$ cat config.mk
export PLATFORM = sky130hd
export DESIGN_NAME = gb_timer_regs
export DESIGN_NICKNAME = d
export VERILOG_FILES = /design/src/gb_pkg.sv /design/src/gb_timer_regs.sv
export VERILOG_INCLUDE_DIRS = /design/src
export SDC_FILE = /design/constraint.sdc
export NUM_CORES = 1
export LEC_CHECK = 0
export ABC_AREA = 1
export BUFFER_PORTS_ARGS = -buffer_cell sky130_fd_sc_hd__buf_2
export CORE_MARGIN = 10
export CORE_UTILIZATION = 30
export DETAILED_ROUTE_END_ITERATION = 10
export PLACE_DENSITY = 0.64
export SYNTH_ARGS = -nofsm -noshare
export SYNTH_HDL_FRONTEND = slang
export SYNTH_SLANG_ARGS = --single-unit
$ cat constraint.sdc
create_clock -name clk -period 2.45 [get_ports clk]
set_input_delay 0.1225 -clock clk [delete_from_list [all_inputs] [get_ports clk]]
set_output_delay 0.1225 -clock clk [all_outputs]
set_load 0.02 [all_outputs]
$ cat src/gb_settings.svh
`ifndef GB_SETTINGS_SVH
`define GB_SETTINGS_SVH

// Memory map bounds, inclusive
`define GB_MEM_CART_START 16'h0000
`define GB_MEM_CART_END   16'h7FFF
`define GB_MEM_CRAM_START 16'hA000  // External cart RAM
`define GB_MEM_CRAM_END   16'hBFFF
`define GB_MEM_WRAM_START 16'hC000
`define GB_MEM_WRAM_END   16'hDFFF
`define GB_MEM_ECHO_START 16'hE000  // Mirror of WRAM
`define GB_MEM_ECHO_END   16'hFDFF

// Memory-mapped registers
`define GB_MMIO_DIV  16'hFF04
`define GB_MMIO_TIMA 16'hFF05
`define GB_MMIO_TMA  16'hFF06
`define GB_MMIO_TAC  16'hFF07
`define GB_MMIO_IF   16'hFF0F
`define GB_MMIO_IE   16'hFFFF

// Divider taps picked by TAC[1:0]
`define GB_TAP_0 9  // 4096 Hz
`define GB_TAP_1 3  // 262144 Hz
`define GB_TAP_2 5  // 65536 Hz
`define GB_TAP_3 7  // 16384 Hz

`define GB_JUNK_DATA 8'h00  // Open bus reads as zero

`endif

$ cat src/gb_pkg.sv
package gb_pkg;

    typedef logic [15:0] gb_addr_t;  // CPU address space
    typedef logic [7:0]  gb_data_t;  // One bus byte

    // Single master request, rd and wr are strobes
    typedef struct packed {
        gb_addr_t addr;
        gb_data_t wdata;
        logic     rd;
        logic     wr;
    } gb_bus_req_t;

    // One-hot region select out of the decoder
    typedef struct packed {
        logic wram;    // WRAM and echo
        logic cart;    // ROM and cart RAM
        logic timer;   // DIV/TIMA/TMA/TAC
        logic irq_if;
        logic irq_ie;
        logic junk;    // Nothing mapped
    } gb_region_t;

    // Bit 0 vblank, 1 lcdc, 2 timer, 3 serial, 4 joypad
    typedef logic [4:0] gb_irq_t;

    // Register block to counting core
    typedef struct packed {
        gb_data_t   tma;
        logic       enable;      // TAC[2]
        logic [1:0] tap_sel;     // TAC[1:0]
        logic       div_reset;   // Pulse on DIV write
        logic       tima_wr;     // Pulse on TIMA write
        gb_data_t   tima_wdata;
    } gb_timer_ctrl_t;

endpackage

$ cat src/gb_timer_regs.sv
`timescale 1ns/1ps
`include "gb_settings.svh"

module gb_timer_regs import gb_pkg::*; (
    input  logic           clk,
    input  logic           rst_n,
    input  gb_bus_req_t    req,
    input  logic           sel,    // Address is one of the four timer regs
    input  gb_data_t       div,    // Upper divider byte from core
    input  gb_data_t       tima,   // Live counter from core
    output gb_timer_ctrl_t ctrl,
    output gb_data_t       rdata   // Registered read byte
);

    gb_data_t   tma_q;
    logic [2:0] tac_q;  // enable, tap_sel
    logic       wr_hit;

    assign wr_hit = sel & req.wr;

    //////////////////////////////////////////////////
    // TMA and TAC
    //////////////////////////////////////////////////
    always_ff @(posedge clk) begin
        if (!rst_n) begin
            tma_q <= '0;
            tac_q <= '0;
        end else begin
            if (wr_hit && (req.addr == `GB_MMIO_TMA))
                tma_q <= req.wdata;
            if (wr_hit && (req.addr == `GB_MMIO_TAC))
                tac_q <= req.wdata[2:0];  // Upper bits not stored
        end
    end

    // Control out to the counting core
    always_comb begin
        ctrl            = '0;
        ctrl.tma        = tma_q;
        ctrl.enable     = tac_q[2];
        ctrl.tap_sel    = tac_q[1:0];
        ctrl.div_reset  = wr_hit && (req.addr == `GB_MMIO_DIV);   // Any value clears
        ctrl.tima_wr    = wr_hit && (req.addr == `GB_MMIO_TIMA);
        ctrl.tima_wdata = req.wdata;
    end

    // Read mux on addr[1:0], FF04..FF07
    always_ff @(posedge clk) begin
        if (sel && req.rd) begin
            case (req.addr[1:0])
                2'd0:    rdata <= div;
                2'd1:    rdata <= tima;
                2'd2:    rdata <= tma_q;
                default: rdata <= {5'b11111, tac_q};  // Unused TAC bits read 1
            endcase
        end
    end

endmodule

==> flow_summary.ini, run 1 <==
[clock_tree]
clock_path_buffers = 2
cts_num_sinks = 19
cts_tree = done
ctsHoldBuffers = 0
ctsResizeCount = 0
cts-buffers-inserted = 3
cts-htree-levels = 1
clk_pin_slew_ps = 70
insertion_delay_ps = 250
root_buffer = clkbuf_8
post_cts_buffers = 0

[power_and_ir_drop]
ir_drop_v = 0.000151
power_frac_comb = 0.189
p_leak_uw = 0.000791
intPower_uw = 509
power_density_mw_per_mm2 = 454
p_clk_frac = 0.310
p_seq_frac = 0.502
netSwitchingPower_uw = 176
p_sw_frac = 0.257

[placed_design]
io_buffers = 73
dp_hpwl_mm = 2.89
place.gp.congestion = 0.790
dp_cells = 264

[finish]
nFillCells = 417
final_cells = 268
diodes = 0
syn2layout_area_growth_pct = 29.6
layout_common_cells = buf_2, nand2_1, nor2_1
multi_input_comb_area_um2 = 520
finalNetCount = 266
drive_above_1_share = 0.391
layout_commonest_cell = buf_2
ff_latch_area_um2 = 460

[status]
status = completed

[critical_path]
critical_path_arrival_ps = 1150
path_common_cell = buf_2
cp_cell_sequence = buf_2 > nor2_1 > nand3_2 > nor2_4 > and3_1 > buf_2
crit_fanout = 13
slowest_stage = nor2_4
end_kind = primary output
crit_required_ps = 2330
slowest_delay_ps = 310
crit_path_start_kind = primary input
critPathKind = primary input to primary output

[sta]
fin_crit_sh = 0.519
fin_crit_ps = 1270
rsz0062_at_grt = false
fin_tns_setup_ps = 0
max_freq_ghz = 0.786
skew_ps = 0.258
maxSlewViolCount = 0
tightest_slew_ps = 623
hold_viol = 0
slew_headroom = 0.583
hold_ws_ps = 149
finalSetupViolCount = 0

[global_routing]
grt_use_total = 0.0937
grt_antenna_before_repair = 0
grt_max_degree = 17
first_global_vias = 1134
grt_pass1_wl_mm = 5.08
grt_overflow_total = 0

[logic_synthesis]
yosysSeqAreaShare = 0.395
synth_area_mm2 = 0.00116
synth_nets = 202
synth_top_cell_by_area = edfxtp_1
ys_types = 23
syn_area_per_cell_um2 = 7.42
synth_top_cell_area_share = 0.206
yosys_warnings = 0
ys_top_cells_by_area = edfxtp_1, dfxtp_1, nand2_1
ys_ff_latch = 19
synth_cells = 157

[detailed_routing]
drc = 0
via_per_inst = 4.27
dr.pass1.iters = 4
ant_nets = 0
drt_iter0_drc = 45
routedWlPerCell_um = 12.5
drt-total-wl_mm = 3.36
vias = 1144

[floorplan]
core_mm2 = 0.00372
die_y_um = 82.3
fp.dieW_um = 82.3
io_pins = 74
rows = 22
initial_utilization = 0.313
die_area_mm2 = 0.00677

[worst_hold_path]
hp-class = primary input to register

[job]
drv_cap = 0
[per-stage QoR]
| step | power, µW | area [µm²] | worst slack [ps] | util |
|---|---|---|---|---|
| 6_report | 685 | 1510 | 1180 | 0.406 |
| 5_1_grt | 724 | 1510 | 1100 | 0.406 |
| 4_1_cts | 695 | 1510 | 1170 | 0.406 |
| 3_5_place_dp | 483 | 1470 | 1040 | 0.394 |
| 3_3_place_gp | 481 | 1470 | 1090 | 0.394 |
| 2_1_floorplan | 436 | 1160 | 1440 | - |
[worst max-delay path: cells and delay by family]
| kind | cells | cell delay [ps] |
|---|---|---|
| and+or+nand+nor | 4 | 770 |
| buffers and inverters | 2 | 260 |
[layer usage]
metal / GRT usage / part of all wire / vias up
li1: - / - / 618
met1: 0.102 / 0.39 / 486
met2: 0.169 / 0.51 / 38
met3: 0.0227 / 0.088 / 2
met4: 0.0408 / 0.011 / 0
met5: 0 / 0 / -
[path summary, 6_finish.rpt]
check	start	to	slack, ps	cells past startpoint
max	req[14]	ctrl[8]	1180	6
min	tima[7]	rdata[7]	150	3
max reg2reg	tma_q[7]	rdata[7]	1610	2
min reg2reg	tma_q[4]	tma_q[4]	500	2
[kinds of logic (layout without fill, tap and decap cells)]
logic type,count (synthesis),in the layout,synth area share
and+or+nand+nor,93,93,0.375
DFF,19,19,0.395
AOI/OAI and AO/OA,16,16,0.0720
buffers and inverters,29,92,0.158
[power groups by stage]
stage                     logic (µW)  clock network (µW)  registers [µW]
after floorplan                 71.4                   0             365
after global placement           130                   0             350
after detailed placement         132                   0             351
after CTS                        132                 219             344
after global routing             144                 235             345
final                            129                 212             344
[cell type report]
type | instances | share of cell area
timing repair buffer | 73 | 0.242
multi-input combinational | 109 | 0.345
clock buffer | 4 | 0.0298
sequential | 19 | 0.305
inverter | 15 | 0.0389
tap | 48 | 0.0398
[synthesized netlist by cell type]
master,instances
a21oi_1,10
a21oi_2,1
and3_1,2
buf_12,1
buf_2,1
buf_4,10
buf_6,1
clkbuf_8,1
dfxtp_1,11
edfxtp_1,8
inv_1,14
inv_4,1
nand2_1,46
nand2_4,1
nand3_1,16
nand3_2,1
nand4_1,3
nor2_1,18
nor2_2,2
nor2_4,2
nor2_8,1
o21ai_0,5
or2_4,1
[state kept, by name, summed over array words and instances (netlist names)]
signal and cells:
rdata 8, tac_q 3, tma_q 8
No activity file was read; power rests on OpenSTA's default activity.
==> run 2, diff against run 1 <==
clock period = 1.19 ns   (was 2.45 ns; I/O delays follow)
==> flow_summary.ini, run 2 (same netlist as run 1, synthesis figures left out) <==
[finish]
diodes = 0
final_cells = 272
drive_above_1_share = 0.406
syn2layout_area_growth_pct = 32.3
top_regs = rdata x8, tma_q x8, tac_q x3
finalNetCount = 270
layout_commonest_cell = buf_2
layout_common_cells = buf_2, nand2_1, nor2_1
utilization = 0.415
nFillCells = 428

[placed_design]
place.gp.congestion = 0.780
io_buffers = 73
dp_hpwl_mm = 2.95
dp_cells = 268

[clock_tree]
insertion_delay_ps = 250
cts-htree-levels = 1
cts-buffers-inserted = 3
ctsHoldBuffers = 0
cts_tree = done
clock_path_buffers = 2
clk_pin_slew_ps = 70
cts_num_sinks = 19
post_cts_buffers = 0
root_buffer = clkbuf_8
ctsResizeCount = 0

[sta]
maxSlewViolCount = 0
fin_crit_ps = 1040
skew_ps = 2.24
fin_tns_setup_ps = 0
rsz0062_at_grt = false
fin_crit_sh = 0.874
hold_viol = 0
max_freq_ghz = 0.962
slew_headroom = 0.802
finalSetupViolCount = 0
tightest_slew_ps = 297

[floorplan]
fp.dieW_um = 82.3
die_area_mm2 = 0.00677
die_y_um = 82.3
initial_utilization = 0.313
rows = 22
core_mm2 = 0.00372
io_pins = 74

[worst_hold_path]
hold_end = rdata[4]
holdPathStages = 3
hp-start = tima[4]
hp-class = primary input to register

[critical_path]
ff2ff_setup_slack_ps = 330
crit_required_ps = 1130
critPathKind = primary input to primary output
r2r-end = rdata[5]
critical_path_arrival_ps = 980
crit_path_start_kind = primary input
reg2regPathDepth = 2
crit_fanout = 8
end_kind = primary output
worstReg2RegStart = tma_q[5]

[detailed_routing]
vias = 1142
via_per_inst = 4.20
routedWlPerCell_um = 12.2
dr.pass1.iters = 4
drt_iter0_drc = 47
ant_nets = 0
drt-total-wl_mm = 3.33
drc = 0

[power_and_ir_drop]
intPower_uw = 1050
report.power.total_uw = 1410
power_density_mw_per_mm2 = 917
p_leak_uw = 0.000815
power_frac_comb = 0.192
netSwitchingPower_uw = 365
p_clk_frac = 0.307
p_sw_frac = 0.258
ir_drop_v = 0.000298
p_seq_frac = 0.500

[global_routing]
grt_pass1_wl_mm = 5.00
first_global_vias = 1134
grt_overflow_total = 0
grt_antenna_before_repair = 0
grt_max_degree = 17
grt_use_total = 0.0932

[job]
drv_cap = 0

[status]
status = completed
run 2: cell count changes in the layout (fill, tap and decap cells not counted):
| cell | previous run | this run |
|---|---|---|
| buf_4 | 0 | 4 |
| clkinv_2 | 0 | 1 |
| clkbuf_1 | 1 | 0 |
run 2: cell type report:
class / instances / area, µm² / share of cell area
Clock buffer: 3 / 41.3 / 0.0268
Clock inverter: 1 / 5.00 / 0.00325
Inverter: 15 / 58.8 / 0.0381
Multi-Input combinational cell: 109 / 520 / 0.338
Sequential cell: 19 / 460 / 0.299
Tap cell: 48 / 60.1 / 0.0390
Timing Repair Buffer: 77 / 395 / 0.256
run 2: per-layer routing:
metal / vias up / routed length (µm) / global-route usage
met1: 480 / 1320 / 0.0996
met5: - / 0 / 0
li1: 628 / - / -
met4: 0 / 34 / 0.0408
met2: 32 / 1720 / 0.170
met3: 2 / 249 / 0.0227
run 2: worst max-delay path, cell delays in order:
cell     delay, ps
buf_2           90
nor2_1         120
nand3_2        120
nor2_4         210
and3_1         200
buf_2          170
run 2: worst max-delay path by stage:
stage                 start        to  slack, ps  cells past startpoint
finish              req[15]   ctrl[8]        150                      6
CTS                 req[14]   ctrl[8]        160                      6
floorplan           req[15]   ctrl[8]        300                      5
detailed placement  req[15]   ctrl[8]        160                      6
global placement    req[15]  tac_q[2]        180                      8
global route        req[15]   ctrl[8]        110                      6
run 2: power groups by stage:
stage          registers [µW]  logic [µW]  clock network (µW)
2_1_floorplan             751         147                   0
3_3_place_gp              721         273                   0
6_report                  707         272                 434
5_1_grt                   708         303                 484
3_5_place_dp              722         277                   0
4_1_cts                   707         278                 451
run 2: metrics by stage:
step           setup slack, ps  area [µm²]  hold slack (ps)
3_5_place_dp               159        1500              339
5_1_grt                    105        1540             75.7
2_1_floorplan              304        1160              180
4_1_cts                    163        1540             76.1
6_report                   150        1540             83.6
3_3_place_gp               181        1500              341
