==> src/gb_settings.svh <==
`ifndef GB_SETTINGS_SVH
`define GB_SETTINGS_SVH

// Memory map bounds, inclusive
`define GB_MEM_CART_START 16'h0000
`define GB_MEM_CART_END   16'h7FFF
`define GB_MEM_CRAM_START 16'hA000  // External cart RAM
`define GB_MEM_CRAM_END   16'hBFFF
`define GB_MEM_WRAM_START 16'hC000
`define GB_MEM_WRAM_END   16'hDFFF
`define GB_MEM_ECHO_START 16'hE000  // Mirror of WRAM
`define GB_MEM_ECHO_END   16'hFDFF

// Memory-mapped registers
`define GB_MMIO_DIV  16'hFF04
`define GB_MMIO_TIMA 16'hFF05
`define GB_MMIO_TMA  16'hFF06
`define GB_MMIO_TAC  16'hFF07
`define GB_MMIO_IF   16'hFF0F
`define GB_MMIO_IE   16'hFFFF

// Divider taps picked by TAC[1:0]
`define GB_TAP_0 9  // 4096 Hz
`define GB_TAP_1 3  // 262144 Hz
`define GB_TAP_2 5  // 65536 Hz
`define GB_TAP_3 7  // 16384 Hz

`define GB_JUNK_DATA 8'h00  // Open bus reads as zero

`endif

==> src/gb_pkg.sv <==
package gb_pkg;

    typedef logic [15:0] gb_addr_t;  // CPU address space
    typedef logic [7:0]  gb_data_t;  // One bus byte

    // Single master request, rd and wr are strobes
    typedef struct packed {
        gb_addr_t addr;
        gb_data_t wdata;
        logic     rd;
        logic     wr;
    } gb_bus_req_t;

    // One-hot region select out of the decoder
    typedef struct packed {
        logic wram;    // WRAM and echo
        logic cart;    // ROM and cart RAM
        logic timer;   // DIV/TIMA/TMA/TAC
        logic irq_if;
        logic irq_ie;
        logic junk;    // Nothing mapped
    } gb_region_t;

    // Bit 0 vblank, 1 lcdc, 2 timer, 3 serial, 4 joypad
    typedef logic [4:0] gb_irq_t;

    // Register block to counting core
    typedef struct packed {
        gb_data_t   tma;
        logic       enable;      // TAC[2]
        logic [1:0] tap_sel;     // TAC[1:0]
        logic       div_reset;   // Pulse on DIV write
        logic       tima_wr;     // Pulse on TIMA write
        gb_data_t   tima_wdata;
    } gb_timer_ctrl_t;

endpackage

==> src/gb_addr_decode.sv <==
`timescale 1ns/1ps
`include "gb_settings.svh"

module gb_addr_decode import gb_pkg::*; (
    input  gb_bus_req_t req,
    output gb_region_t  region,
    output logic [12:0] wram_offset  // Byte index into the 8 KiB array
);

    logic     in_wram;
    logic     in_echo;
    logic     in_rom;
    logic     in_cram;
    gb_addr_t off_long;  // Full-width offset before truncation

    //////////////////////////////////////////////////
    // Range compares
    //////////////////////////////////////////////////
    assign in_wram = (req.addr >= `GB_MEM_WRAM_START) && (req.addr <= `GB_MEM_WRAM_END);
    assign in_echo = (req.addr >= `GB_MEM_ECHO_START) && (req.addr <= `GB_MEM_ECHO_END);
    assign in_rom  = (req.addr >= `GB_MEM_CART_START) && (req.addr <= `GB_MEM_CART_END);
    assign in_cram = (req.addr >= `GB_MEM_CRAM_START) && (req.addr <= `GB_MEM_CRAM_END);

    always_comb begin
        region        = '0;
        region.wram   = in_wram | in_echo;  // Echo aliases WRAM
        region.cart   = in_rom | in_cram;
        region.timer  = (req.addr == `GB_MMIO_DIV)  ||
                        (req.addr == `GB_MMIO_TIMA) ||
                        (req.addr == `GB_MMIO_TMA)  ||
                        (req.addr == `GB_MMIO_TAC);
        region.irq_if = (req.addr == `GB_MMIO_IF);
        region.irq_ie = (req.addr == `GB_MMIO_IE);
        // Fallback when nothing else claims the address
        region.junk   = ~(region.wram | region.cart | region.timer |
                          region.irq_if | region.irq_ie);
    end

    //////////////////////////////////////////////////
    // WRAM offset
    //////////////////////////////////////////////////
    always_comb begin
        if (in_echo) begin
            off_long = req.addr - `GB_MEM_ECHO_START;  // E000 lands on C000
        end else begin
            off_long = req.addr - `GB_MEM_WRAM_START;
        end
    end

    assign wram_offset = off_long[12:0];  // Don't care outside WRAM

endmodule

==> config.mk <==
export PLATFORM = sky130hd
export DESIGN_NAME = gb_addr_decode
export DESIGN_NICKNAME = d
export VERILOG_FILES = /design/src/gb_pkg.sv /design/src/gb_addr_decode.sv
export VERILOG_INCLUDE_DIRS = /design/src
export SDC_FILE = /design/constraint.sdc
export NUM_CORES = 1
export LEC_CHECK = 0
export ABC_AREA = 1
export BUFFER_PORTS_ARGS = -buffer_cell sky130_fd_sc_hd__buf_2
export CORE_AREA = 3 3 40 42
export DETAILED_ROUTE_END_ITERATION = 10
export DIE_AREA = 0 0 43 45
export PLACE_DENSITY = 0.71
export SLEW_MARGIN = 0
export SYNTH_ARGS = -nofsm -noshare
export SYNTH_HDL_FRONTEND = slang
export SYNTH_SLANG_ARGS = --single-unit
==> constraint.sdc <==
create_clock -name vclk -period 1.3
set_input_delay 0.065 -clock vclk [all_inputs]
set_output_delay 0.065 -clock vclk [all_outputs]
set_load 0.02 [all_outputs]
==> results of run 1 <==
## logic make-up (layout without fill, tap and decap cells)
logic type | count (synthesis) | count (layout) | share of synthesized area
and+or+nand+nor | 24 | 24 | 0.4324
AOI/OAI and AO/OA | 3 | 3 | 0.06754
buffers and inverters | 24 | 46 | 0.5000
## power breakdown
part	internal (mW)	switching, mW
sequential	0	0
clock	0	0
combinational	0.0452	0.0750
## per-stage QoR
step           utilization  area (µm²)  setup slack [ns]
3_3_place_gp        0.2911       374.1            0.3875
2_1_floorplan            -       277.8            0.3611
4_1_cts             0.2911       374.1            0.3828
3_5_place_dp        0.2911       374.1            0.3882
5_1_grt             0.2911       374.1            0.2595
6_report            0.2911       374.1            0.3996
## metal layers
layer | GRT usage | share of wire | up-vias
met5 | 0 | 0 | -
met4 | 0 | 0 | 0
met3 | 0.003984 | 0.11 | 0
met2 | 0.1527 | 0.53 | 17
met1 | 0.08333 | 0.36 | 130
li1 | - | - | 183
## synth_stat cells
master,n
a21oi_2,1
nand2_2,3
and2_1,1
nand2_1,9
a21oi_1,1
nor2_1,5
nor2_4,1
nand4_1,3
buf_4,13
o21ai_0,1
nor2_2,2
inv_1,11
## cell type report
type               count  area [µm²]
well taps             15       18.77
inverters             11       41.29
multi-input cells     27       138.9
repair buffers        35       175.2
fillers              159       910.9
## final timing paths
path / from / end / cells after the start
worst min-delay path: req[10] / wram_offset[0] / 2
worst max-delay path: req[21] / region[0] / 8
==> metrics.md, run 1 <==
| Metric | Value |
|---|---|
| Fin nets | `approximately 100` |
| Critical path buffers and inverters | `2` |
| Slew margin rel. | `0.8259` |
| Crit Path Category | `input port to output port` |
| Area Overhead vs Synth | `34.68%` |
| Top-area cell type share of the netlist area | `0.3514` |
| Final Setup Violations | `0` |
| Most frequent cells in the layout | `buf_2 (35), inv_1 (11), nand2_1 (9)` |
| Seq/Total Area, Yosys | `0` |
| Clock buf count | `0` |
| CTS Hold Bufs | `0` |
| Core area | `1285 µm²` |
| Post-DP HPWL | `between 600 and 700 µm` |
| Crit-path max cell delay | `approximately 0.16 ns` |
| Routability cong. | `0.6929` |
| Site Rows | `13` |
| Post-CTS sizing | `0` |
| Final Non-Filler Cells | `88` |
| CP max stage cell | `buf_2` |
| Hold crit path type | `input port to output port` |
| Full die area | `1935 µm²` |
| Post-Syn Instances | `51` |
| Initial Utilization | `0.2162` |
| Hold_ws | `~0.36 ns` |
| # DRC | `0` |
| Pwr dens | `between 300 and 400 nW/µm²` |
| Synth Area per Inst | `5.446 µm²` |
| Largest net degree at the start of global routing | `5` |
| Vias/cell | `3.750` |
| Power after layout | `120.2 µW` |
| Reg area | `0 µm²` |
| Diodes inserted | `0` |
| Peak VDD IR | `between 0.08 and 0.09 mV` |
| Crit Path Max Fanout | `3` |
| IO Count | `45` |
| RSZ-0062 raised after global routing | `false` |
| Setup Fix Bufs, Post-CTS | `0` |
| Grt ovf | `0` |
| Synth area leaders | `buf_4 (35%), inv_1 (15%), nand2_1 (12%)` |
| Iter 0 DRT Violations | `2` |
| Cell family with most CP delay | `simple AND/OR/NAND/NOR gates` |
| WL final | `696 µm` |
| First-pass GRT wire length | `1159 µm` |
| Commonest non-fill, non-tap cell in the layout | `buf_2` |
| Pleak | `0.2669 nW` |
| Library cells used by synthesis | `12` |
| GR Util All Layers | `0.07214` |
| Count of pins over their slew limit | `0` |
| DR WL/cell | `7.909 µm` |
| WP data arrival | `roughly 0.84 ns` |
| Fin Setup TNS | `0 ns` |
| Fin. Hold Viols | `0` |
| Critical path startpoint category | `input port` |
| F_max | `1111 MHz` |
| Number of global-route vias before repair | `298` |
| Fin crit period | `about 0.9 ns` |
| Worst setup EP type | `output port` |
| Critical Path RT | `1.24 ns` |
| Worst-margin pin slew | `0.2584 ns` |
| Antenna viol nets, final | `0` |
| Post-synth net total | `77` |
| Die width | `43 µm` |
| Drt pass-1 iters | `4` |
| Initial antenna violation count | `0` |
| IO buf count | `35` |
| Yosys top cell by area | `buf_4` |
| Yosys warns | `0` |
| Worst path cell trace | `buf_2 -> nand2_2 -> nor2_2 -> and2_1 -> nand2_1 -> nand2_1 -> nor2_1 -> buf_2` |
| Share of cells above drive strength 1 | `0.5753` |
| Seq Cell Count | `0` |
| Die H | `45 µm` |
| Status | `finished, final reports clean` |
| Final period utilization | `0.6926` |
| MaxCap Viol Count | `0` |
| Cells after DPL | `88` |
| Cell area after synthesis | `277.8 µm²` |
| Via Count | `330` |
No activity file was read; power rests on OpenSTA's default activity.
==> run 2: changes to the inputs <==
--- a/config.mk
+++ b/config.mk
@@ -11,7 +11,7 @@
 export CORE_AREA = 3 3 40 42
 export DETAILED_ROUTE_END_ITERATION = 10
 export DIE_AREA = 0 0 43 45
-export PLACE_DENSITY = 0.71
+export PLACE_DENSITY = 0.73
 export SLEW_MARGIN = 0
 export SYNTH_ARGS = -nofsm -noshare
 export SYNTH_HDL_FRONTEND = slang
==> constraint.sdc (replaced) <==
create_clock -name vclk -period 0.8
set_input_delay 0.04 -clock vclk [all_inputs]
set_output_delay 0.04 -clock vclk [all_outputs]
set_load 0.02 [all_outputs]
==> run 2 against run 1 <==
  * Design area rose by 45%
  * Critical endpoint unchanged
  * Sequential share of layout area stayed put
  * Combinational power up 130%
  * Routed wire length grew 23%
  * Count of clock-buffer cells in the layout is the same
  * Die area did not move
  * Total power increased by 130%
  * Worst hold slack worse by 0.066 ns
  * Critical path depth is the same
  * Utilization rose by 13 points
  * First-iteration DRC count shrank 100%
==> metrics.md, run 2 (synthesis gave the netlist of run 1 again) <==
| Metric | Value |
|---|---|
| Pleak | `0.3410 nW (+28%)` |
| Clock buf count | `0 (unchanged)` |
| Initial Utilization | `0.2162 (unchanged)` |
| Worst-margin pin slew | `0.2096 ns (-0.04882 ns)` |
| Crit-path max cell delay | `0.14 ns (-0.02 ns)` |
| Crit Path Max Fanout | `2 (-1)` |
| Via Count | `375 (+14%)` |
| Fin crit period | `0.7989 ns` |
| Hold_ws | `0.2984 ns (-0.06595 ns)` |
| RSZ-0062 raised after global routing | `true` |
| Pwr dens | `517.0 nW/µm² (+61%)` |
| Worst path cell trace | `buf_6 -> nand2_4 -> nor2_4 -> nand2_2 -> a21oi_2 -> nand2_2 -> nor2_2 -> buf_6` |
| IO Count | `45 (unchanged)` |
| Number of global-route vias before repair | `287 (-3.7%)` |
| First-pass GRT wire length | `1131 µm (-2.4%)` |
| Vias/cell | `4.076 (+8.7%)` |
| Diodes inserted | `0 (unchanged)` |
| WL final | `857 µm (+23%)` |
| Seq Cell Count | `0 (unchanged)` |
| Peak VDD IR | `0.2173 mV (+160%)` |
| Critical Path RT | `0.76 ns (-0.48 ns)` |
| Most frequent cells in the layout | `buf_2 (23), buf_6 (11), inv_1 (9)` |
| Core area | `1285 µm² (unchanged)` |
| Fin. Hold Viols | `0 (unchanged)` |
| Crit Path Category | `input port to output port` |
| Worst setup EP type | `output port` |
| Iter 0 DRT Violations | `0 (-2)` |
| Final period utilization | `0.9986` |
| # DRC | `0 (unchanged)` |
| Critical path startpoint category | `input port` |
| MaxCap Viol Count | `0 (unchanged)` |
| Reg area | `0 µm² (unchanged)` |
| Share of cells above drive strength 1 | `0.7922 (+0.2169)` |
| Area Overhead vs Synth | `95.50%` |
| Largest net degree at the start of global routing | `4 (-1)` |
| Fin nets | `105 (+4.0%)` |
| Commonest non-fill, non-tap cell in the layout | `buf_2` |
| Slew margin rel. | `0.8593 (+0.03343)` |
| Count of pins over their slew limit | `0 (unchanged)` |
| Drt pass-1 iters | `1 (-3)` |
| IO buf count | `35 (unchanged)` |
| Die width | `43 µm (unchanged)` |
| Grt ovf | `0 (unchanged)` |
| Initial antenna violation count | `0 (unchanged)` |
| Routability cong. | `0.6242 (-9.9%)` |
| Die H | `45 µm (unchanged)` |
| Hold crit path type | `input port to output port` |
| Antenna viol nets, final | `0 (unchanged)` |
| CP max stage cell | `a21oi_2` |
| Site Rows | `13 (unchanged)` |
| DR WL/cell | `9.315 µm (+18%)` |
| Full die area | `1935 µm² (unchanged)` |
| Final Setup Violations | `0 (unchanged)` |
| WP data arrival | `0.76 ns (-0.08 ns)` |
| Status | `finished, final reports clean` |
| Post-DP HPWL | `662.6 µm (-0.23%)` |
| GR Util All Layers | `0.07214 (unchanged)` |
| F_max | `1252 MHz` |
| Power after layout | `280.7 µW (+130%)` |
==> run 2: changes by cell type in the layout (fill, tap and decap cells not counted), moves of 2 or more <==
cell / delta
nand2_4: +4
inv_1: -2
buf_6: +11
nor2_1: -4
nand2_1: -8
buf_2: -12
nand2_2: +4
nor2_4: +3
buf_4: +5
inv_2: +2
==> run 2: path summary, 6_finish.rpt <==
check               start              to  slack [ns]  cells past startpoint
hold / removal    req[10]  wram_offset[0]        0.30                      2
setup / recovery  req[20]       region[0]       0.001                      8
==> run 2: cell type report <==
cell class / instances / area [µm²]
multi-input combinational: 27 / 206.4
inverter: 11 / 41.29
timing repair buffer: 39 / 276.5
tap: 15 / 18.77
fill: 128 / 742.0
==> run 2: stage by stage <==
step | setup slack (ns) | utilization | instances | cell area (µm²) | setup TNS [ns]
floorplan | 0.1199 | - | 51 | 280.3 | 0
global placement | -0.04778 | 0.3048 | 90 | 391.6 | -0.04778
global route | -0.04282 | 0.4226 | 92 | 543.0 | -0.06613
detailed placement | -0.06129 | 0.3048 | 90 | 391.6 | -0.06129
finish | 0.001114 | 0.4226 | 92 | 543.0 | 0
CTS | -0.01873 | 0.3710 | 92 | 476.7 | -0.01873
==> run 2: critical path, delay by kind of cell <==
family / cells / cell delay [ns]
AND/OR/NAND/NOR: 5 / 0.39
buffers and inverters: 2 / 0.20
AO/OA/AOI/OAI: 1 / 0.14
==> run 2: power breakdown <==
part	switching, mW	internal [mW]
registers	0	0
clock network	0	0
logic	0.151	0.129
total	0.151	0.129
==> run 2: routing by layer <==
layer | up-vias | share of wire | track usage | wire length (µm)
met3 | 0 | 0.13 | 0.003984 | 108
met5 | - | 0 | 0 | 0
li1 | 192 | - | - | -
met2 | 23 | 0.52 | 0.1347 | 447
met1 | 160 | 0.35 | 0.09762 | 301
met4 | 0 | 0 | 0 | 0
==> run 2: timing repair <==
item	4_1_cts	5_1_grt
pin swaps	11	11
hold buffers	0	0
resized for setup	16	20
buffers inserted	2	0
endpoints found under the setup margin	1	5
hold endpoints to repair	0	0
==> run 3: changes to the inputs <==
--- a/config.mk
+++ b/config.mk
@@ -11,7 +11,7 @@
 export CORE_AREA = 3 3 40 42
 export DETAILED_ROUTE_END_ITERATION = 10
 export DIE_AREA = 0 0 43 45
-export PLACE_DENSITY = 0.73
+export PLACE_DENSITY = 0.72
 export SLEW_MARGIN = 0
 export SYNTH_ARGS = -nofsm -noshare
 export SYNTH_HDL_FRONTEND = slang
==> run 3 against run 2 <==
  * The flow now finishes with violations (setup timing)
  * Worst hold slack better by 0.0029 ns
  * Sequential share of layout area unchanged
  * Routed wire length down 0.35%
  * Via count down 0.53%
  * Die area unchanged
  * Largest cell class unchanged
  * Highest routed layer unchanged
==> metrics.md, run 3 (synthesis gave the netlist of run 1 again) <==
| Metric | Value |
|---|---|
| Worst setup EP type | `output port` |
| IO buf count | `35 (unchanged)` |
| WP data arrival | `0.77 ns (about the same)` |
| Pleak | `0.3264 nW (-4.3%)` |
| Failing checks | `setup timing` |
| Max Used Layer | `met3` |
| Number of global-route vias before repair | `274 (-4.5%)` |
| Setup ws final | `-0.006619 ns (-0.007733 ns)` |
| Site Rows | `13 (unchanged)` |
| Vias/cell | `4.054 (-0.53%)` |
| Commonest non-fill, non-tap cell in the layout | `buf_2` |
| Fin nets | `105 (unchanged)` |
| Die H | `45 µm (unchanged)` |
| GR Util All Layers | `0.07048 (-0.001658)` |
| DR WL met2 | `450 µm (+0.67%)` |
| RSZ-0062 raised after global routing | `true` |
| Via Count | `373 (-0.53%)` |
| WL met3 | `94 µm (-13%)` |
| Peak VDD IR | `0.2172 mV (about the same)` |
| MaxCap Viol Count | `0 (unchanged)` |
| Final Setup Violations | `1 (+1)` |
| Area Overhead vs Synth | `103.2%` |
| Critical Path RT | `0.76 ns (about the same)` |
| Routability cong. | `0.6256 (+0.22%)` |
| Grt ovf | `0 (unchanged)` |
| Most frequent cells in the layout | `buf_2 (20), buf_6 (13), inv_1 (7)` |
| First-pass GRT wire length | `1124 µm (-0.62%)` |
| Drt pass-1 iters | `3 (+2)` |
| Share of cells above drive strength 1 | `0.7662 (-0.02597)` |
| Seq Cell Count | `0 (unchanged)` |
| Worst-margin pin slew | `0.2080 ns (-0.001580 ns)` |
| DRT met1 WL | `309 µm (+2.7%)` |
| WL final | `854 µm (-0.35%)` |
| Fin. Hold Viols | `0 (unchanged)` |
| Critical path startpoint category | `input port` |
| Final period utilization | `1.008 (+0.009666)` |
| Iter 0 DRT Violations | `3 (+3)` |
| Status | `finished with violations` |
| Crit Path Category | `input port to output port` |
| Initial antenna violation count | `0 (unchanged)` |
| CP max stage cell | `and2_1` |
| Slew margin rel. | `0.8604 (+0.001061)` |
| Hold depth | `2 (unchanged)` |
| Post-DP HPWL | `647 µm (-2.4%)` |
| Cell family with most CP delay | `simple AND/OR/NAND/NOR gates` |
| Pwr dens | `525.7 nW/µm² (+1.7%)` |
| Hold crit path type | `input port to output port` |
| F_max | `1240 MHz (-0.96%)` |
| Largest net degree at the start of global routing | `4 (unchanged)` |
| Reg area | `0 µm² (unchanged)` |
| Crit-path max cell delay | `0.14 ns (about the same)` |
| DR WL/cell | `9.283 µm (-0.35%)` |
| Diodes inserted | `0 (unchanged)` |
| Core area | `1285 µm² (unchanged)` |
| Critical path buffers and inverters | `2 (unchanged)` |
| Fin crit period | `0.8066 ns (+0.007733 ns)` |
| Worst path cell trace | `buf_6 -> nand2_4 -> nor2_4 -> and2_1 -> nand2_1 -> nand2_1 -> nor2_2 -> buf_6` |
| Power after layout | `296.7 µW (+5.7%)` |
| IO Count | `45 (unchanged)` |
| Crit Path Max Fanout | `3 (+1)` |
| Worst slack at placement | `-0.06046 ns (+0.0008241 ns)` |
| Fillers | `133 (+3.9%)` |
| Full die area | `1935 µm² (unchanged)` |
| WP depth | `8 (unchanged)` |
| Die width | `43 µm (unchanged)` |
| Count of pins over their slew limit | `0 (unchanged)` |
| # DRC | `0 (unchanged)` |
| Antenna viol nets, final | `0 (unchanged)` |
| Initial Utilization | `0.2162 (unchanged)` |
| Clock buf count | `0 (unchanged)` |
run 3: cell count changes in the layout (fill, tap and decap cells not counted), moves of 2 or more:
| cell | before | now |
|---|---|---|
| buf_6 | 11 | 13 |
| nand2_4 | 4 | 2 |
| nor2_2 | 3 | 1 |
| buf_2 | 23 | 20 |
| inv_1 | 9 | 7 |
| inv_2 | 2 | 4 |
| nand2_1 | 1 | 3 |
run 3: final cells by class:
cell class	count	area, µm²	share of cell area
tap	15	18.77	0.03326
multi-input combinational	27	205.2	0.3636
timing repair buffer	39	299.0	0.5299
inverter	11	41.29	0.07317
run 3: metal layers:
layer	global-route usage	vias to the layer above
met2	0.1287	23
met3	0	0
met1	0.1000	158
met4	0	0
li1	-	192
met5	0	-
run 3: final timing paths:
| path | startpoint | end | slack [ns] |
|---|---|---|---|
| worst max-delay path | req[25] | region[0] | -0.007 |
| worst min-delay path | req[18] | wram_offset[8] | 0.30 |
run 3: repair_timing:
action                                 CTS  global route
setup endpoints to repair                2             5
hold buffers                             0             0
endpoints found under the hold margin    0             0
buffers inserted                         2             0
pin swaps                               10            16
cloned                                   0             0
gates resized for setup                 17            23
run 3: report_power, final:
group          leakage (nW)  switching, mW  internal (mW)  total [mW]
Clock                     0              0              0           0
Combinational         0.326          0.154          0.142       0.297
Sequential                0              0              0           0
Total                 0.326          0.154          0.142       0.297
run 3: per-stage QoR:
step	hold slack, ns	utilization	setup TNS (ns)	area (µm²)	std cells
finish	0.3013	0.4391	-0.006619	564.3	92
global route	0.3094	0.4391	-0.07114	564.3	92
CTS	0.3049	0.3768	-0.01113	484.2	92
detailed placement	0.3166	0.3048	-0.06046	391.6	90
global placement	0.3132	0.3048	-0.04912	391.6	90
floorplan	0.1926	-	0	280.3	51
