==> config.mk <==
export PLATFORM = sky130hd
export DESIGN_NAME = gb_irq_ctrl
export DESIGN_NICKNAME = d
export VERILOG_FILES = /design/src/gb_settings.svh /design/src/gb_pkg.sv /design/src/gb_irq_ctrl.sv
export SDC_FILE = /design/constraint.sdc
export NUM_CORES = 1
export LEC_CHECK = 0
export BUFFER_PORTS_ARGS = -buffer_cell sky130_fd_sc_hd__buf_2
export CELL_PAD_IN_SITES_DETAIL_PLACEMENT = 1
export CELL_PAD_IN_SITES_GLOBAL_PLACEMENT = 2
export CORE_MARGIN = 1.5
export CORE_UTILIZATION = 15
export CTS_CLUSTER_DIAMETER = 30
export CTS_CLUSTER_SIZE = 25
export DETAILED_ROUTE_END_ITERATION = 8
export GPL_TIMING_DRIVEN = 0
export PLACE_DENSITY = 0.78
export SYNTH_ARGS = -nofsm -noshare
export SYNTH_HDL_FRONTEND = slang
export SYNTH_SLANG_ARGS = --single-unit
==> constraint.sdc <==
create_clock -name clk -period 0.8 [get_ports clk]
set_input_delay 0.16 -clock clk [delete_from_list [all_inputs] [get_ports clk]]
set_output_delay 0.16 -clock clk [all_outputs]
set_load 0.05 [all_outputs]
==> src/gb_settings.svh <==
`ifndef GB_SETTINGS_SVH
`define GB_SETTINGS_SVH

// Memory map bounds, inclusive
`define GB_MEM_CART_START 16'h0000
`define GB_MEM_CART_END   16'h7FFF
`define GB_MEM_CRAM_START 16'hA000  // External cart RAM
`define GB_MEM_CRAM_END   16'hBFFF
`define GB_MEM_WRAM_START 16'hC000
`define GB_MEM_WRAM_END   16'hDFFF
`define GB_MEM_ECHO_START 16'hE000  // Mirror of WRAM
`define GB_MEM_ECHO_END   16'hFDFF

// Memory-mapped registers
`define GB_MMIO_DIV  16'hFF04
`define GB_MMIO_TIMA 16'hFF05
`define GB_MMIO_TMA  16'hFF06
`define GB_MMIO_TAC  16'hFF07
`define GB_MMIO_IF   16'hFF0F
`define GB_MMIO_IE   16'hFFFF

// Divider taps picked by TAC[1:0]
`define GB_TAP_0 9  // 4096 Hz
`define GB_TAP_1 3  // 262144 Hz
`define GB_TAP_2 5  // 65536 Hz
`define GB_TAP_3 7  // 16384 Hz

`define GB_JUNK_DATA 8'h00  // Open bus reads as zero

`endif

==> src/gb_pkg.sv <==
package gb_pkg;

    typedef logic [15:0] gb_addr_t;  // CPU address space
    typedef logic [7:0]  gb_data_t;  // One bus byte

    // Single master request, rd and wr are strobes
    typedef struct packed {
        gb_addr_t addr;
        gb_data_t wdata;
        logic     rd;
        logic     wr;
    } gb_bus_req_t;

    // One-hot region select out of the decoder
    typedef struct packed {
        logic wram;    // WRAM and echo
        logic cart;    // ROM and cart RAM
        logic timer;   // DIV/TIMA/TMA/TAC
        logic irq_if;
        logic irq_ie;
        logic junk;    // Nothing mapped
    } gb_region_t;

    // Bit 0 vblank, 1 lcdc, 2 timer, 3 serial, 4 joypad
    typedef logic [4:0] gb_irq_t;

    // Register block to counting core
    typedef struct packed {
        gb_data_t   tma;
        logic       enable;      // TAC[2]
        logic [1:0] tap_sel;     // TAC[1:0]
        logic       div_reset;   // Pulse on DIV write
        logic       tima_wr;     // Pulse on TIMA write
        gb_data_t   tima_wdata;
    } gb_timer_ctrl_t;

endpackage

==> src/gb_irq_ctrl.sv <==
`timescale 1ns/1ps

module gb_irq_ctrl import gb_pkg::*; (
    input  logic        clk,
    input  logic        rst_n,
    input  gb_bus_req_t req,
    input  logic        sel_if,
    input  logic        sel_ie,
    input  gb_irq_t     irq_req,    // Level at the edge sets IF
    output gb_irq_t     if_q,
    output gb_irq_t     ie_q,
    output logic        irq_pending
);

    logic if_wr;
    logic ie_wr;

    assign if_wr = sel_if & req.wr;
    assign ie_wr = sel_ie & req.wr;

    //////////////////////////////////////////////////
    // Interrupt flag
    //////////////////////////////////////////////////
    always_ff @(posedge clk) begin
        if (!rst_n) begin
            if_q <= '0;
        end else if (if_wr) begin
            // Replace, but a request in the same cycle is not lost
            if_q <= req.wdata[4:0] | irq_req;
        end else begin
            if_q <= if_q | irq_req;  // Sticky until software clears
        end
    end

    // Interrupt enable
    always_ff @(posedge clk) begin
        if (!rst_n)     ie_q <= '0;
        else if (ie_wr) ie_q <= req.wdata[4:0];
    end

    assign irq_pending = |(if_q & ie_q);  // Straight from the flops

endmodule

==> results of run 1 <==
per-layer routing:
metal / GRT usage / vias to the layer above
met3: 0.02232 / 0
met5: 0 / -
met1: 0.1097 / 231
li1: - / 237
met4: 0.04983 / 0
met2: 0.1429 / 17
state kept, by name, indices dropped and copies added (netlist names):
| register | flops |
|---|---|
| if_q | 5 |
| ie_q | 5 |
repair_timing:
| item | in CTS | in global routing |
|---|---|---|
| resized for setup | 32 | 4 |
| gates cloned | 0 | 0 |
| setup buffers | 1 | 4 |
| pin swaps | 1 | 2 |
| endpoints found under the setup margin | 16 | 16 |
per-stage QoR:
stage | utilization | power, W | std cells
CTS | 0.2810 | 0.001323 | 101
finish | 0.2971 | 0.001340 | 105
global route | 0.2971 | 0.001413 | 105
global placement | 0.2310 | 0.0008741 | 96
detailed placement | 0.2310 | 0.0008800 | 96
floorplan | - | 0.0007691 | 41
final timing paths:
check             start     endpoint
max             ie_q[0]  irq_pending
min          irq_req[4]      if_q[4]
max reg2reg     if_q[0]      if_q[0]
min reg2reg     if_q[4]      if_q[4]
critical path, stage by stage (launching register included):
cell and delay [ns]:
dfxtp_4 0.34, a222oi_1 0.39, nand2_2 0.09, buf_6 0.17
area by class of cell:
cell class	instances	area, um2
fillers	334	1972
repair buffers	29	279.0
flip-flops and latches	10	237.7
multi-input cells	29	236.5
well taps	31	38.79
clock buffers	3	22.52
plain buffers	2	15.01
clock inverters	1	3.754
Yosys cell counts:
master     n  area (um2)
a211o_2    5       50.05
a21boi_0   5       37.54
a222oi_1   1       10.01
a22oi_1    1       7.510
and3_1     5       31.28
buf_1      1       3.750
buf_6      1       11.26
dfxtp_1   10       200.2
nand2_1    1       3.750
nand2_2    1       6.260
o21a_1     5       37.54
o311a_1    5       50.05
power by group:
group	internal, W	switching (W)	total [W]	leakage (nW)
sequential	0.000521	0.0000324	0.000553	0.0889
clock	0.000180	0.000169	0.000349	0.0154
combinational	0.000206	0.000231	0.000437	0.261
total	0.000906	0.000433	0.00134	0.365
cells by family (layout without fill, tap and decap cells):
family                 Yosys count  after routing
AOI/OAI and AO/OA               22             22
buffers and inverters            2             35
DFF                             10             10
and+or+nand+nor                  7              7
==> run metrics, run 1 <==
status=finished with violations; failing checks=design-rule violations, negative setup slack; critical path peak fanout=3; nets@finish=110; metal3 WL=approximately 130 um; Syn Area/Cell=around 11 um2; DRT antenna net count=0; global-route wire length before repair=2235 um; Synth Area in Simple Gates=0.09192; #FFs+latches synth=10; crit path time final=1.419 ns; number of max-cap violations=0; DIE AREA=3332 um2; synth-to-layout area growth=85.52%; Post-Synth Adder-Cell Area=0; initial core utilization=0.1601; Post-Synthesis Cell Area=449.2 um2; clock skew=0 ns; number of clock sinks=10; Rel. slew slack=0.7004; worst setup margin=-0.6192 ns; drt pass-1 iters=6; Area after DPL=648.1 um2; Worst Tran Pin Value=0.4494 ns; Horiz. Die Dim=57.72 um; count of final setup violators=16; final WL=roughly 1500 um; R2R cell count=3; commonest non-fill, non-tap cell in the layout=buf_2; Core Area=roughly 2800 um2; Placer Congestion=0.7192; final instance area=between 800 and 900 um2; main combinational cell family by area after synthesis=compound AO/OA/AOI/OAI gates; most frequent cells in the layout=buf_2 (13), dfxtp_4 (10), buf_8 (10), buf_6 (6); WL met2=~690 um; antenna cells=0; post-synthesis compound-gate area fraction=0.4290; syn nets=76; GR Util All Layers=0.08948; PD cells=~1600 nW/um2; DRC violations left=4; cts hold-fix bufs=0; leakage=between 0.3 and 0.4 nW; TNS Setup=-2.648 ns; vias per cell=about 4.6; Reg2Reg Setup Slack=-0.15 ns; synth unique cells=12; CTS Buf Count=3; upper clock frequency limit=0.7046 GHz; initial DRC count=22; synth warn=0; initial antenna violation count=0; WHS Path Cells=2; pin count of the biggest net entering global routing=11; mux share of post-synthesis cell area=0; gr ovfl total=0; Critical Path AT=between 1 and 1.5 ns; Syn Inst Count=41; CTS tree=yes; Avg WL per Cell=about 14 um; period utilisation layout=1.774; fraction of layout cells with a size suffix above 1=0.6757; CTS max path bufs=2; vias in the first global route=491; met1 WL=633 um; Clk Latency, worst-skew pair=between 0.2 and 0.3 ns; # rows=19; Critical Path RT=approximately 0.64 ns; worst vdd ir=0.0003873 V; Root Buffer=clkbuf_4; final hold viol count=0; Hold WS=approximately 0.17 ns; CTS H-tree lvls=1; post-synthesis sequential area ratio=0.4457; I/O Buffers=24; Min-Delay Path Class=in -> reg; # IOs=46; Via Count=between 400 and 500; RSZ-0062 raised after global routing=true; Chip Height=57.72 um; top routing layer in use=met3; Clock Pin Slew Worst Setup and Hold Paths=0.07 ns; max-slew violation count=0; pre-CTS setup slack=-0.3781 ns; startpoint types=register; XOR/XNOR share of the synthesized area=0; kind of critical path=reg -> out; CP Capture Type=primary output
Power figures use the tool's default switching activity.
==> run 2, diff against run 1 <==
--- a/config.mk
+++ b/config.mk
@@ -5,16 +5,17 @@
 export SDC_FILE = /design/constraint.sdc
 export NUM_CORES = 1
 export LEC_CHECK = 0
+export ABC_AREA = 1
 export BUFFER_PORTS_ARGS = -buffer_cell sky130_fd_sc_hd__buf_2
 export CELL_PAD_IN_SITES_DETAIL_PLACEMENT = 1
 export CELL_PAD_IN_SITES_GLOBAL_PLACEMENT = 2
 export CORE_MARGIN = 1.5
-export CORE_UTILIZATION = 15
+export CORE_UTILIZATION = 13
 export CTS_CLUSTER_DIAMETER = 30
 export CTS_CLUSTER_SIZE = 25
 export DETAILED_ROUTE_END_ITERATION = 8
 export GPL_TIMING_DRIVEN = 0
-export PLACE_DENSITY = 0.78
+export PLACE_DENSITY = 0.75
 export SYNTH_ARGS = -nofsm -noshare
 export SYNTH_HDL_FRONTEND = slang
 export SYNTH_SLANG_ARGS = --single-unit
==> run 2 against run 1 <==
The run ends with negative setup slack left. Sequential power rose by 3%. Final area rose by 3.0%. Non-clock buffer count fell by 2. Power rose by 5.2%. Maximum frequency rose by 21%. Combinational power rose by 8.9%. Area after synthesis rose by 3.9%. Critical path depth rose by 2. Cell count rose by 38%. Sequential share of layout area fell by 2.0 points. Via count rose by 6.2%. Critical path type unchanged. Largest power group unchanged.
==> run metrics, run 2 <==
status=finished with violations (unchanged); failing checks=negative setup slack (was design-rule violations, negative setup slack); Horiz. Die Dim=62.92 um (was 57.72 um); final WL=1432 um (was 1453 um); drt pass-1 iters=2 (was 6); Clock Pin Slew Worst Setup and Hold Paths=0.07 ns (about the same); most frequent cells after synthesis=nand2_1 (16), inv_1 (11), dfxtp_1 (10), nand3_1 (10), nor2_1 (10); initial DRC count=1 (was 22); antenna cells=0 (unchanged); Critical Path AT=1.01 ns (was 1.26 ns); CTS Buf Count=3 (unchanged); initial antenna violation count=0 (unchanged); syn nets=102 (was 76); Synth top area share=0.4290 (was 0.4457); CTS max path bufs=2 (unchanged); startpoint types=register (unchanged); commonest non-fill, non-tap cell in the layout=buf_2 (unchanged); CP Capture Type=primary output (unchanged); Placer Congestion=0.7001 (was 0.7192); worst vdd ir=0.0005568 V (was 0.0003873 V); dpl hpwl=1156 um; synth unique cells=11 (was 12); pin count of the biggest net entering global routing=11 (unchanged); fillers=417 (was 334); Critical Path RT=0.64 ns (about the same); Largest regs=ie_q: 5 flops, if_q: 5 flops (unchanged); number of max-cap violations=0 (unchanged); CP cell instances=nand2_2, nand2_1, inv_1, nand4_1, buf_6 (was a222oi_1, nand2_2, buf_6); nets@finish=135 (was 110); GR Util All Layers=0.07831 (was 0.08948); cts hold-fix bufs=0 (unchanged); vias in the first global route=555 (was 491); final hold viol count=0 (unchanged); Sw Share=0.3418 (was 0.3234); DRC violations left=0 (was 4); Avg WL per Cell=9.876 um (was 13.84 um); Syn Inst Count=67 (was 41); worst setup margin=-0.3736 ns (was -0.6192 ns); Core Area=3390 um2 (was 2805 um2); Post-Synthesis Cell Area=466.7 um2 (was 449.2 um2); Pint=0.0009272 W (was 0.0009063 W); Clk Latency, worst-skew pair=0.26 ns (about the same); # rows=21 (was 19); synth-to-layout area growth=83.91% (was 85.52%); Rel. slew slack=0.8824 (was 0.7004); kind of critical path=reg -> out (unchanged); Via Count=515 (was 485); async set-or-reset flop fraction in the synthesized netlist=0 (unchanged); vias per cell=3.552 (was 4.619); PD cells=1641 nW/um2 (was 1608 nW/um2); number of clock sinks=10 (unchanged); critical path peak fanout=2 (was 3); CTS H-tree lvls=1 (unchanged); fraction of layout cells with a size suffix above 1=0.5253 (was 0.6757); Post-synth EDFFs=0 (unchanged); Min-Delay Path Class=in -> reg (unchanged); cell with the most instances after synthesis=nand2_1 (was dfxtp_1); crit path time final=1.174 ns (was 1.419 ns); most frequent cells in the layout=buf_2 (13), nand2_1 (11), inv_1 (11), nor2_1 (10) (was buf_2 (13), dfxtp_4 (10), buf_8 (10), buf_6 (6)); FF+latch area=227.7 um2 (was 237.7 um2); CP peak stage delay=0.35 ns (was 0.39 ns); Syn Area/Cell=6.966 um2 (was 10.96 um2); leakage=0.4297 nW (was 0.3653 nW); CTS tree=yes (unchanged); Clk pwr share=0.257 (was 0.261); period utilisation layout=1.467 (was 1.774); Worst Tran Pin Value=0.1764 ns (was 0.4494 ns); synth warn=0 (unchanged); I/O Buffers=24 (unchanged); Chip Height=62.92 um (was 57.72 um); Synth area leaders=dfxtp_1 (43%), nand2_1 (13%), nand3_1 (11%) (was dfxtp_1 (45%), a211o_2 (11%), o311a_1 (11%)); clock skew=0 ns (unchanged); area of the multi-input gates=224.0 um2 (was 236.5 um2); RSZ-0062 raised after global routing=true (unchanged); DIE AREA=3958 um2 (was 3332 um2); main flop type after synthesis=dfxtp_1 (unchanged); Final Power=0.001409 W (was 0.001340 W); count of final setup violators=12 (was 16); initial core utilization=0.1377 (was 0.1601); Root Buffer=clkbuf_4 (unchanged); area leader, netlist=dfxtp_1 (unchanged); Switch Pwr=0.0004815 W (was 0.0004333 W); max-slew violation count=0 (unchanged); global-route wire length before repair=2408 um (was 2235 um); Flop pwr share=0.405 (was 0.413); gr ovfl total=0 (unchanged); slowest CP cell=dfxtp_4 (was a222oi_1); #FFs+latches synth=10 (unchanged); post-synthesis sequential area ratio=0.4290 (was 0.4457); power share of the combinational group=0.338 (was 0.326); DRT antenna net count=0 (unchanged); upper clock frequency limit=0.8521 GHz (was 0.7046 GHz); final core utilization=0.2532 (was 0.2971); # IOs=46 (unchanged)
-- run 2: path summary, 6_finish.rpt --
path           start           to  slack (ns)  cells after the start
min            rst_n      if_q[4]         0.1                      3
min reg2reg  ie_q[0]      ie_q[0]        0.51                      2
max          if_q[0]  irq_pending       -0.37                      5
max reg2reg  if_q[0]      if_q[0]       -0.08                      6
-- run 2: power groups by stage --
| stage | sequential (W) | clock (W) | combinational, W |
|---|---|---|---|
| floorplan | 0.000698 | 0 | 0.000124 |
| global placement | 0.000575 | 0 | 0.000356 |
| detailed placement | 0.000577 | 0 | 0.000362 |
| CTS | 0.000573 | 0.000375 | 0.000463 |
| global route | 0.000577 | 0.000399 | 0.000512 |
| finish | 0.000570 | 0.000363 | 0.000476 |
-- run 2: stage by stage --
stage	setup TNS [ns]	instances	area, um2	setup slack [ns]	hold slack [ns]
2_1_floorplan	-0.3841	67	489.2	-0.3841	0.3052
3_3_place_gp	-0.1850	137	666.9	-0.1850	0.3721
3_5_place_dp	-0.2504	137	666.9	-0.1882	0.3766
4_1_cts	-2.093	144	828.3	-0.3941	0.09802
5_1_grt	-2.620	145	858.3	-0.4422	0.1079
6_report	-2.170	145	858.3	-0.3736	0.09661
-- run 2: per-layer routing --
metal / GRT usage / share of wire
met5: 0 / 0
met4: 0.04167 / 0.0077
met3: 0.01622 / 0.038
met2: 0.1343 / 0.48
met1: 0.09051 / 0.47
-- run 2: worst max-delay path, delay by kind of cell (launching register included) --
kind	cells	cell delay (ns)
flip-flops	1	0.35
buffers and inverters	2	0.21
AND/OR/NAND/NOR	3	0.18
-- run 2: final cells by class --
type                            count  area share
Buffer                              1     0.02332
Clock buffer                        4     0.03061
Inverter                           12     0.05831
Multi-Input combinational cell     44      0.2609
Sequential cell                    10      0.2653
Tap cell                           46     0.06706
Timing Repair Buffer               28      0.2945
-- run 2: logic make-up (layout without fill, tap and decap cells) --
kind of cell	after synthesis	count (layout)	synth area share
and+or+nand+nor	39	39	0.3673
buffers and inverters	13	45	0.1501
DFF	10	10	0.4290
AOI/OAI and AO/OA	5	5	0.05361
-- run 2: repair_timing --
| action | CTS | global route |
|---|---|---|
| resized for setup | 35 | 6 |
| buffers inserted | 3 | 1 |
| pin swaps | 3 | 3 |
| setup endpoints to repair | 11 | 13 |
==> run 3, diff against run 2 <==
--- a/config.mk
+++ b/config.mk
@@ -6,7 +6,7 @@
 export NUM_CORES = 1
 export LEC_CHECK = 0
 export ABC_AREA = 1
-export BUFFER_PORTS_ARGS = -buffer_cell sky130_fd_sc_hd__buf_2
+export BUFFER_PORTS_ARGS = -buffer_cell sky130_fd_sc_hd__clkbuf_2
 export CELL_PAD_IN_SITES_DETAIL_PLACEMENT = 1
 export CELL_PAD_IN_SITES_GLOBAL_PLACEMENT = 2
 export CORE_MARGIN = 1.5
==> run 3 against run 2 <==
The run still ends with negative setup slack left. Sequential power hardly changed. Largest power group unchanged. Via count up 2.7%. Cell count grew 1.4%. Clock power is essentially flat. Critical path depth unchanged. Wire length increased by 2.2%. Critical endpoint unchanged. Sequential share of layout area shrank 2.8 points. First-iteration DRC count increased to 4.0 times the previous value. Power increased by 4.7%. Critical path type unchanged.
==> run metrics, run 3 (synthesis results as in run 2) <==
kind of critical path=reg -> out (unchanged); CTS H-tree lvls=1 (unchanged); period utilisation layout=1.493 (was 1.467); clock skew=0 ns (unchanged); Core Area=3390 um2 (unchanged); Avg WL per Cell=9.959 um (was 9.876 um); DP Cell Count=137 (unchanged); final WL=1464 um (was 1432 um); CTS Buf Count=3 (unchanged); pin count of the biggest net entering global routing=11 (unchanged); number of clock sinks=10 (unchanged); leakage=0.4768 nW (was 0.4297 nW); final core utilization=0.2865 (was 0.2532); cts hold-fix bufs=0 (unchanged); Critical Path AT=1.03 ns (was 1.01 ns); antenna cells=0 (unchanged); Critical Path RT=0.64 ns (about the same); worst vdd ir=0.0005642 V (was 0.0005568 V); vias per cell=3.599 (was 3.552); initial antenna violation count=0 (unchanged); Via Count=529 (was 515); most frequent cells in the layout=clkbuf_2 (13), nand2_1 (12), inv_1 (11), nor2_1 (9), nand3_1 (8) (was buf_2 (13), nand2_1 (11), inv_1 (11), nor2_1 (10)); max-slew violation count=0 (unchanged); CP peak stage delay=0.35 ns (about the same); upper clock frequency limit=0.8372 GHz (was 0.8521 GHz); nets@finish=137 (was 135); Top Usage Layer GRT=met2 (unchanged); I/O Buffers=24 (unchanged); Horiz. Die Dim=62.92 um (unchanged); global-route wire length before repair=2339 um (was 2408 um); initial DRC count=4 (was 1); met1 usage=0.08515 (was 0.09051); # IOs=46 (unchanged); GR Util All Layers=0.07684 (was 0.07831); Root Buffer=clkbuf_4 (unchanged); drt pass-1 iters=2 (unchanged); RSZ-0062 raised after global routing=true (unchanged); dpl hpwl=1163 um (was 1156 um); vias in the first global route=541 (was 555); Clock Pin Slew Worst Setup and Hold Paths=0.07 ns (about the same); count of final setup violators=13 (was 12); crit path time final=1.194 ns (was 1.174 ns); Chip Height=62.92 um (unchanged); Min-Delay Path Class=in -> reg (unchanged); CTS max path bufs=2 (unchanged); CP Capture Type=primary output (unchanged); synth-to-layout area growth=108.0% (was 83.91%); failing checks=negative setup slack (unchanged); Clk Latency, worst-skew pair=0.26 ns (about the same); Worst Tran Pin Value=0.1785 ns (was 0.1764 ns); M3 GR Usage=0.02342 (was 0.01622); Largest regs=ie_q: 5 flops, if_q: 5 flops (unchanged); Rel. slew slack=0.8810 (was 0.8824); worst setup margin=-0.3944 ns (was -0.3736 ns); # rows=21 (unchanged); Placer Congestion=0.6993 (was 0.7001); CP cell instances=nand2_2, nand2_1, inv_1, nand4_1, clkbuf_8 (was nand2_2, nand2_1, inv_1, nand4_1, buf_6); commonest non-fill, non-tap cell in the layout=clkbuf_2 (was buf_2); DRT antenna net count=0 (unchanged); status=finished with violations (unchanged); DRC violations left=0 (unchanged); PD cells=1519 nW/um2 (was 1641 nW/um2); Final Power=0.001475 W (was 0.001409 W); initial core utilization=0.1377 (unchanged); DIE AREA=3958 um2 (unchanged); slowest CP cell=dfxtp_4 (unchanged); CTS tree=yes (unchanged); gr ovfl total=0 (unchanged); GR Util met2=0.1303 (was 0.1343); number of max-cap violations=0 (unchanged); critical path peak fanout=2 (unchanged); fillers=417 (unchanged); startpoint types=register (unchanged); fraction of layout cells with a size suffix above 1=0.5347 (was 0.5253); final non-filler cell total=147 (was 145); final hold viol count=0 (unchanged)
-- run 3: what timing repair did --
item,in CTS,in global routing
buffers inserted,4,2
pin swaps,2,2
endpoints found under the setup margin,11,13
gates resized for setup,34,14
-- run 3: power by group --
| part | internal, W | leakage [nW] | switching, W | total, W |
|---|---|---|---|---|
| clock network | 0.000192 | 0.0150 | 0.000171 | 0.000363 |
| registers | 0.000532 | 0.0881 | 0.0000387 | 0.000571 |
| logic | 0.000263 | 0.374 | 0.000278 | 0.000541 |
| total | 0.000987 | 0.477 | 0.000488 | 0.00147 |
-- run 3: metrics by stage --
stage / setup TNS, ns / worst slack (ns) / cell area (um2) / hold slack, ns
2_1_floorplan: -0.3841 / -0.3841 / 489.2 / 0.3052
3_3_place_gp: -0.2366 / -0.2063 / 666.9 / 0.3719
3_5_place_dp: -0.2852 / -0.2156 / 666.9 / 0.3765
4_1_cts: -2.409 / -0.4173 / 912.1 / 0.09712
5_1_grt: -2.820 / -0.4772 / 970.9 / 0.1192
6_report: -2.362 / -0.3944 / 970.9 / 0.1022
-- run 3: path summary, 6_finish.rpt --
path                              start          end  slack, ns  cells after the start
worst min register to register  ie_q[2]      ie_q[2]       0.52                      2
worst max register to register  if_q[4]      if_q[4]      -0.07                      6
worst max-delay path            if_q[4]  irq_pending      -0.39                      5
worst min-delay path              rst_n      if_q[0]       0.10                      3
-- run 3: layer usage --
layer  vias up  share of wire
li1        279              -
met1       234           0.42
met2        14           0.50
met3         2          0.068
met4         0         0.0075
met5         -              0
-- run 3: worst max-delay path, delay by kind of cell (launching register included) --
| family | cells | cell delay, ns |
|---|---|---|
| AND/OR/NAND/NOR | 3 | 0.18 |
| flip-flops | 1 | 0.35 |
| buffers and inverters | 2 | 0.23 |
-- run 3: area by class of cell --
cell class	instances	area, um2	area share
plain buffers	1	20.02	0.02062
well taps	46	57.56	0.05928
inverters	12	50.05	0.05155
multi-input cells	44	224.0	0.2307
repair buffers	30	362.8	0.3737
flip-flops and latches	10	230.2	0.2371
clock buffers	4	26.28	0.02706
